$ cat src/sram_pkg.sv
package sram_pkg;

	// External SRAM geometry.
	// 18 address bits of 16-bit words give 512 KB.
	localparam int SRAM_ADDR_W = 18;
	localparam int SRAM_DATA_W = 16;

	// APB side widths.
	localparam int APB_DATA_W = 32;
	localparam int APB_ADDR_W = 32;

	// Clock cycles spent on each SRAM half-access.
	// The write pulse sits in the middle cycles, so this must be 4 or more.
	localparam int HALF_CYCLES = 4;

	// Phase counter width, wide enough to hold HALF_CYCLES.
	localparam int TIMER_W = $clog2(HALF_CYCLES + 1);

	// Sequencer states.
	// ST_LOW and ST_HIGH are the two SRAM half-accesses of one APB word.
	typedef enum logic [2:0] {
		ST_IDLE,
		ST_LOW,
		ST_HIGH,
		ST_DONE,
		ST_ERROR
	} sram_state_e;

	// Transfer direction latched at the start of the access phase.
	typedef enum logic {
		OP_READ,
		OP_WRITE
	} sram_op_e;

endpackage

$ cat src/sram_phase_timer.sv
`timescale 1ns/1ps

module sram_phase_timer (
	input  logic i_clock,
	input  logic i_reset,
	input  logic i_run,
	output logic o_we_window,
	output logic o_capture,
	output logic o_half_end
);
	import sram_pkg::*;

	logic [TIMER_W-1:0] count;
	logic               last_cycle;

	// Final cycle of a half-access.
	assign last_cycle = (count == TIMER_W'(HALF_CYCLES - 1));

	// Counter runs 0 to HALF_CYCLES-1 and wraps, so the high half
	// follows the low half with no gap.
	always_ff @(posedge i_clock) begin
		if (i_reset) begin
			count <= '0;
		end else if (!i_run) begin
			count <= '0;
		end else if (last_cycle) begin
			count <= '0;
		end else begin
			count <= count + TIMER_W'(1);
		end
	end

	// Write enable pulse keeps off the first and last cycles,
	// which leaves address and data setup and hold around it.
	assign o_we_window = (count != '0) && (count <= TIMER_W'(HALF_CYCLES - 2));

	// Read data has had the whole half to settle by the last cycle.
	assign o_capture = last_cycle;

	assign o_half_end = last_cycle;

endmodule

$ cat src/sram_sequencer.sv
`timescale 1ns/1ps

module sram_sequencer (
	input  logic i_clock,
	input  logic i_reset,
	input  logic i_psel,
	input  logic i_penable,
	input  logic i_pwrite,
	input  logic i_addr_ok,
	input  logic i_half_end,
	output logic o_pready,
	output logic o_pslverr,
	output logic o_timer_run,
	output logic o_half,
	output logic o_capture_en,
	output logic o_sram_ce_n,
	output logic o_sram_oe_n,
	output logic o_sram_we_en,
	output logic o_sram_dout_en
);
	import sram_pkg::*;

	sram_state_e state;
	sram_state_e state_next;
	sram_op_e    op;
	logic        access;
	logic        start;
	logic        running;
	logic        is_write;

	// APB access phase has select and enable both high.
	assign access = i_psel && i_penable;

	// New transfers are only taken from idle.
	assign start = (state == ST_IDLE) && access;

	always_comb begin
		state_next = state;
		case (state)
			ST_IDLE: begin
				if (access) begin
					// Out of range goes straight to the error response.
					if (i_addr_ok) begin
						state_next = ST_LOW;
					end else begin
						state_next = ST_ERROR;
					end
				end
			end
			ST_LOW: begin
				if (i_half_end) begin
					state_next = ST_HIGH;
				end
			end
			ST_HIGH: begin
				if (i_half_end) begin
					state_next = ST_DONE;
				end
			end
			ST_DONE: begin
				state_next = ST_IDLE;
			end
			ST_ERROR: begin
				state_next = ST_IDLE;
			end
			default: begin
				state_next = ST_IDLE;
			end
		endcase
	end

	always_ff @(posedge i_clock) begin
		if (i_reset) begin
			state <= ST_IDLE;
		end else begin
			state <= state_next;
		end
	end

	// Direction is held for the whole transfer.
	always_ff @(posedge i_clock) begin
		if (i_reset) begin
			op <= OP_READ;
		end else if (start) begin
			op <= i_pwrite ? OP_WRITE : OP_READ;
		end
	end

	assign running  = (state == ST_LOW) || (state == ST_HIGH);
	assign is_write = (op == OP_WRITE);

	// APB response lasts one cycle in ST_DONE or ST_ERROR.
	assign o_pready  = (state == ST_DONE) || (state == ST_ERROR);
	assign o_pslverr = (state == ST_ERROR);

	// Timer and data path control.
	assign o_timer_run  = running;
	assign o_half       = (state == ST_HIGH);
	assign o_capture_en = running && !is_write;

	// SRAM control.
	// Chip enable spans both halves so the part stays selected.
	assign o_sram_ce_n    = !running;
	assign o_sram_oe_n    = !(running && !is_write);
	assign o_sram_we_en   = running && is_write;
	assign o_sram_dout_en = running && is_write;

endmodule

$ cat src/sram_word_path.sv
`timescale 1ns/1ps

module sram_word_path (
	input  logic                             i_clock,
	input  logic                             i_reset,
	input  logic [sram_pkg::APB_ADDR_W-1:0]  i_paddr,
	input  logic [sram_pkg::APB_DATA_W-1:0]  i_pwdata,
	input  logic [sram_pkg::APB_DATA_W/8-1:0] i_pstrb,
	input  logic                             i_half,
	input  logic                             i_we_en,
	input  logic                             i_we_window,
	input  logic                             i_capture,
	input  logic                             i_capture_en,
	input  logic [sram_pkg::SRAM_DATA_W-1:0] i_sram_din,
	output logic                             o_addr_ok,
	output logic [sram_pkg::SRAM_ADDR_W-1:0] o_sram_addr,
	output logic [sram_pkg::SRAM_DATA_W-1:0] o_sram_dout,
	output logic                             o_sram_we_n,
	output logic                             o_sram_lb_n,
	output logic                             o_sram_ub_n,
	output logic [sram_pkg::APB_DATA_W-1:0]  o_prdata
);
	import sram_pkg::*;

	logic [1:0] lane_strb;

	// Anything above the 512 KB window is rejected.
	assign o_addr_ok = (i_paddr[APB_ADDR_W-1:SRAM_ADDR_W+1] == '0);

	// Word index from the byte address, half select as the LSB.
	assign o_sram_addr = {i_paddr[SRAM_ADDR_W:2], i_half};

	// Low half first, then high half.
	always_comb begin
		if (i_half) begin
			o_sram_dout = i_pwdata[APB_DATA_W-1:SRAM_DATA_W];
		end else begin
			o_sram_dout = i_pwdata[SRAM_DATA_W-1:0];
		end
	end

	// Strobes for the bytes of the current half.
	always_comb begin
		if (i_half) begin
			lane_strb = i_pstrb[3:2];
		end else begin
			lane_strb = i_pstrb[1:0];
		end
	end

	// Byte lanes.
	// Writes follow the strobes, reads take both bytes,
	// and the lanes stay off between transfers.
	always_comb begin
		if (i_we_en) begin
			o_sram_lb_n = !lane_strb[0];
			o_sram_ub_n = !lane_strb[1];
		end else if (i_capture_en) begin
			o_sram_lb_n = 1'b0;
			o_sram_ub_n = 1'b0;
		end else begin
			o_sram_lb_n = 1'b1;
			o_sram_ub_n = 1'b1;
		end
	end

	// SRAM stores on the rising edge of write enable, at the end of the window.
	assign o_sram_we_n = !(i_we_en && i_we_window);

	// Read halves land in their own part of the APB word.
	always_ff @(posedge i_clock) begin
		if (i_reset) begin
			o_prdata <= '0;
		end else if (i_capture && i_capture_en) begin
			if (i_half) begin
				o_prdata[APB_DATA_W-1:SRAM_DATA_W] <= i_sram_din;
			end else begin
				o_prdata[SRAM_DATA_W-1:0] <= i_sram_din;
			end
		end
	end

endmodule

$ cat src/apb_sram_top.sv
`timescale 1ns/1ps

module apb_sram_top (
	input  logic                              i_clock,
	input  logic                              i_reset,
	input  logic                              i_psel,
	input  logic                              i_penable,
	input  logic                              i_pwrite,
	input  logic [sram_pkg::APB_ADDR_W-1:0]   i_paddr,
	input  logic [sram_pkg::APB_DATA_W-1:0]   i_pwdata,
	input  logic [sram_pkg::APB_DATA_W/8-1:0] i_pstrb,
	output logic [sram_pkg::APB_DATA_W-1:0]   o_prdata,
	output logic                              o_pready,
	output logic                              o_pslverr,
	output logic [sram_pkg::SRAM_ADDR_W-1:0]  o_sram_addr,
	output logic [sram_pkg::SRAM_DATA_W-1:0]  o_sram_dout,
	output logic                              o_sram_dout_en,
	input  logic [sram_pkg::SRAM_DATA_W-1:0]  i_sram_din,
	output logic                              o_sram_ce_n,
	output logic                              o_sram_oe_n,
	output logic                              o_sram_we_n,
	output logic                              o_sram_lb_n,
	output logic                              o_sram_ub_n
);

	logic addr_ok;
	logic half_end;
	logic timer_run;
	logic half;
	logic capture_en;
	logic sram_we_en;
	logic we_window;
	logic capture;

	sram_sequencer u_sequencer (
		.i_clock        (i_clock),
		.i_reset        (i_reset),
		.i_psel         (i_psel),
		.i_penable      (i_penable),
		.i_pwrite       (i_pwrite),
		.i_addr_ok      (addr_ok),
		.i_half_end     (half_end),
		.o_pready       (o_pready),
		.o_pslverr      (o_pslverr),
		.o_timer_run    (timer_run),
		.o_half         (half),
		.o_capture_en   (capture_en),
		.o_sram_ce_n    (o_sram_ce_n),
		.o_sram_oe_n    (o_sram_oe_n),
		.o_sram_we_en   (sram_we_en),
		.o_sram_dout_en (o_sram_dout_en)
	);

	// One timer serves both halves.
	sram_phase_timer u_timer (
		.i_clock     (i_clock),
		.i_reset     (i_reset),
		.i_run       (timer_run),
		.o_we_window (we_window),
		.o_capture   (capture),
		.o_half_end  (half_end)
	);

	sram_word_path u_word_path (
		.i_clock      (i_clock),
		.i_reset      (i_reset),
		.i_paddr      (i_paddr),
		.i_pwdata     (i_pwdata),
		.i_pstrb      (i_pstrb),
		.i_half       (half),
		.i_we_en      (sram_we_en),
		.i_we_window  (we_window),
		.i_capture    (capture),
		.i_capture_en (capture_en),
		.i_sram_din   (i_sram_din),
		.o_addr_ok    (addr_ok),
		.o_sram_addr  (o_sram_addr),
		.o_sram_dout  (o_sram_dout),
		.o_sram_we_n  (o_sram_we_n),
		.o_sram_lb_n  (o_sram_lb_n),
		.o_sram_ub_n  (o_sram_ub_n),
		.o_prdata     (o_prdata)
	);

endmodule

$ cat config.mk
export PLATFORM = sky130hd
export DESIGN_NAME = apb_sram_top
export DESIGN_NICKNAME = d
export VERILOG_FILES = /design/src/sram_pkg.sv /design/src/sram_phase_timer.sv /design/src/sram_sequencer.sv /design/src/sram_word_path.sv /design/src/apb_sram_top.sv
export SDC_FILE = /design/constraint.sdc
export NUM_CORES = 1
export LEC_CHECK = 0
export ABC_CLOCK_PERIOD_IN_PS = 2000
export BUFFER_PORTS_ARGS = -buffer_cell sky130_fd_sc_hd__buf_2
export CAP_MARGIN = 20
export CORE_UTILIZATION = 38
export DETAILED_ROUTE_END_ITERATION = 10
export GPL_ROUTABILITY_DRIVEN = 0
export GPL_TIMING_DRIVEN = 0
export PLACE_DENSITY = 0.8
export SLEW_MARGIN = 5
export SYNTH_ARGS = -nofsm -noshare
export SYNTH_HDL_FRONTEND = slang
export SYNTH_SLANG_ARGS = --single-unit
$ cat constraint.sdc
create_clock -name i_clock -period 2 [get_ports i_clock]
set_input_delay 0.2 -clock i_clock [delete_from_list [all_inputs] [get_ports i_clock]]
set_output_delay 0.2 -clock i_clock [all_outputs]
set_load 0.005 [all_outputs]
==> key figures <==
Placement
  – Port Buf Inserts: 142
  – DP HPWL: 4.36 mm

Drt
  – WL/cell: 12.1 um
  – Vias: 2130
  – Vias/cell: 4.57
  – DRT iter0 DRCs: 37
  – Drt first pass iters: 4
  – Drt total wl: 5.64 mm
  – Routed Antenna Nets: 0
  – Post-route DRC: 0

Hold path
  – HP Class: input port to flop

Clocking
  – CTS tree: done
  – Setup repair bufs after CTS: 0
  – H-tree levels: 2
  – # hold bufs at CTS: 0
  – Clock Latency Late Sink: 0.30 ns
  – Reg clk slew, reported paths: 0.08 ns
  – Cell chosen for the clock root: clkbuf_8
  – Clock tree buffer depth: 2
  – CTS buffer count: 5
  – Clk sinks: 39

Setup path
  – R2R setup slack: 0.20 ns
  – R2R Path Start: u_timer.count[0]
  – Startpoint Class: flop
  – Req. time, crit path: 1.80 ns
  – Arr. time, crit path: 1.74 ns
  – Critical path startpoint: u_sequencer.state[2]
  – Reg-to-reg endpoint: u_word_path.o_prdata[7]
  – Worst setup endpoint: o_sram_dout[14]
  – CP Capture Type: output pin
  – FF-to-FF path depth: 7
  – Worst Path Max Fanout: 10
  – Crit Path Category: flop to output pin

Floorplanning
  – Die height: 73.0 um
  – # IOs: 163
  – Die span in x: 73.0 um
  – Initial Utilization: 40.1%
  – Die ar.: 0.00533 mm2
  – Site Rows: 25
  – Core area: 0.00479 mm2

Synth
  – Register area share after synthesis: 40.7%
  – Ys flop type: dfxtp_1
  – Post-synthesis net count: 342
  – Post-synth EDFFs: 0
  – Yosys reg bits: 39
  – Synth cell types: 31
  – Post-synth ARST share: 0%
  – Synth Warn #: 0
  – Mapped Cells: 249
  – Mean Syn Cell Area: 7.70 um2
  – Synthesized area: 0.00192 mm2

Final layout
  – Layout cell share with drive strength beyond 1: 46.9%
  – Final nets: 491
  – Fillers: 483
  – Final core utilization: 59.6%
  – Area growth from synthesis to layout: 48.8%
  – Number of diodes: 0

STA
  – # setup viols final: 0
  – Final Max Tran Viols: 0
  – Tcrit/Tclk final: 96.8%
  – Crit path time final: 1.94 ns
  – Hold WS: 0.133 ns
  – Clk_skew: 0.00834 ns
  – Fmax: 517 MHz
  – Slew @ Worst Pin: 0.530 ns
  – Slew headroom: 64.7%
  – RSZ-0062 raised after global routing: yes
  – Final hold violations: 0

Outcome
  – Status: complete, no violations

Global route
  – Initial antenna violation count: 0
  – Grt total ovfl: 0
  – All-Layer GR Usage: 20.5%
  – Largest net degree at the start of global routing: 14
  – Vias in the first global route: 1893
  – First-pass GRT wire length: 8.26 mm

Power
  – Leak: 1.58 nW
  – Pwr per Cell Area: 570 mW/mm2
  – Max VDD drop: 0.487 mV

Flow run
  – # Max-Cap Violations: 0
[layer usage]
| layer | global-route usage [%] | share of wire [%] | vias up |
|---|---|---|---|
| met5 | 0 | 0 | - |
| met4 | 7.63 | 1.6 | 0 |
| met3 | 7.60 | 9.6 | 8 |
| met2 | 40.2 | 51 | 96 |
| met1 | 18.9 | 38 | 938 |
| li1 | - | - | 1088 |
[cell type report]
class                   instances  area (um2)  share of cell area [%]
multi-input cells             174         925                    32.4
inverters                       5        18.8                   0.658
well taps                      67        83.8                    2.94
clock inverters                 3        43.8                    1.54
plain buffers                  31         215                    7.54
flip-flops and latches         39         787                    27.6
clock buffers                   5        68.8                    2.41
repair buffers                142         711                    24.9
[where the power goes]
group | leakage, nW | switching, mW | internal (mW)
logic | 1.21 | 0.0708 | 0.105
clock network | 0.0581 | 0.300 | 0.371
registers | 0.316 | 0.00272 | 0.776
total | 1.58 | 0.374 | 1.25
[cells in the mapped netlist, types with 2 or more instances]
| library cell | instances | share of area (%) |
|---|---|---|
| a21oi_1 | 21 | 5.5 |
| nand2b_1 | 2 | 0.65 |
| nor3b_1 | 2 | 0.78 |
| nand2_1 | 83 | 16 |
| nor2_1 | 24 | 4.7 |
| buf_4 | 20 | 7.8 |
| mux2i_1 | 17 | 8.9 |
| dfxtp_1 | 39 | 41 |
| buf_2 | 4 | 1.0 |
| ha_1 | 4 | 2.6 |
| clkbuf_1 | 6 | 1.2 |
| and2_1 | 2 | 0.65 |
| inv_1 | 4 | 0.78 |
| nor4_1 | 4 | 1.3 |
[how the worst min path moves through the flow]
stage / from / to / slack (ns) / cells after the start
2_1_floorplan: i_sram_din[0] / u_word_path.o_prdata[16] / 0.34 / 2
3_3_place_gp: i_pwrite / u_sequencer.is_write / 0.43 / 3
3_5_place_dp: i_pwrite / u_sequencer.is_write / 0.45 / 3
4_1_cts: i_sram_din[1] / u_word_path.o_prdata[17] / 0.13 / 3
5_1_grt: i_sram_din[10] / u_word_path.o_prdata[26] / 0.14 / 3
6_report: i_sram_din[15] / u_word_path.o_prdata[31] / 0.13 / 3
[timing repair]
item,CTS,global route
cloned,0,0
setup endpoints to repair,15,31
resized for setup,5,10
[logic make-up after synthesis]
logic type	synth area share [%]
flops	40.7
buf+inv	11.6
mux	8.88
compound gates	7.51
fa+ha+maj	2.61
simple gates	28.7
[placed cells by master, fill, tap and decap left out, drive strengths merged]
cell and count:
nand2 83, dfxtp 39, clkinv 2, nand2b 2, a21oi 21, nand4b 1
a21o 1, or3 1, o21bai 1, inv 5, buf 168, ha 4
and2 2, or3b 1, nand3b 1, nor2b 1, o211ai 1, nor4b 2
nor2 24, nor4 4, clkbuf 10, o221ai 1, nor3b 2, or2b 1
a211oi 1, nand4 1, bufinv 1, nor3 1, mux2i 17
[critical path: stages (launching register included)]
cell and delay (ns):
dfxtp_2 0.36, or3b_4 0.41, buf_2 0.20, buf_2 0.19, nand2_1 0.09, nand2_1 0.06, buf_2 0.12
[registers in the layout (all words and copies together) (netlist names)]
name,flops
u_sequencer.is_write,1
u_sequencer.state,3
u_timer.count,3
u_word_path.o_prdata,32
[per-stage QoR]
stage / worst slack [ns] / std cells / setup TNS, ns / instance area (um2) / total power [mW]
detailed placement: 0.0117 / 458 / 0 / 2710 / 0.974
CTS: 0.00955 / 466 / 0 / 2830 / 1.62
global route: -0.00394 / 466 / -0.00394 / 2850 / 1.68
finish: 0.0643 / 466 / 0 / 2850 / 1.63
floorplan: 0.275 / 249 / 0 / 1920 / 0.863
global placement: 0.0439 / 458 / 0 / 2710 / 0.972
Note: power is estimated with default switching activity, not from simulation.
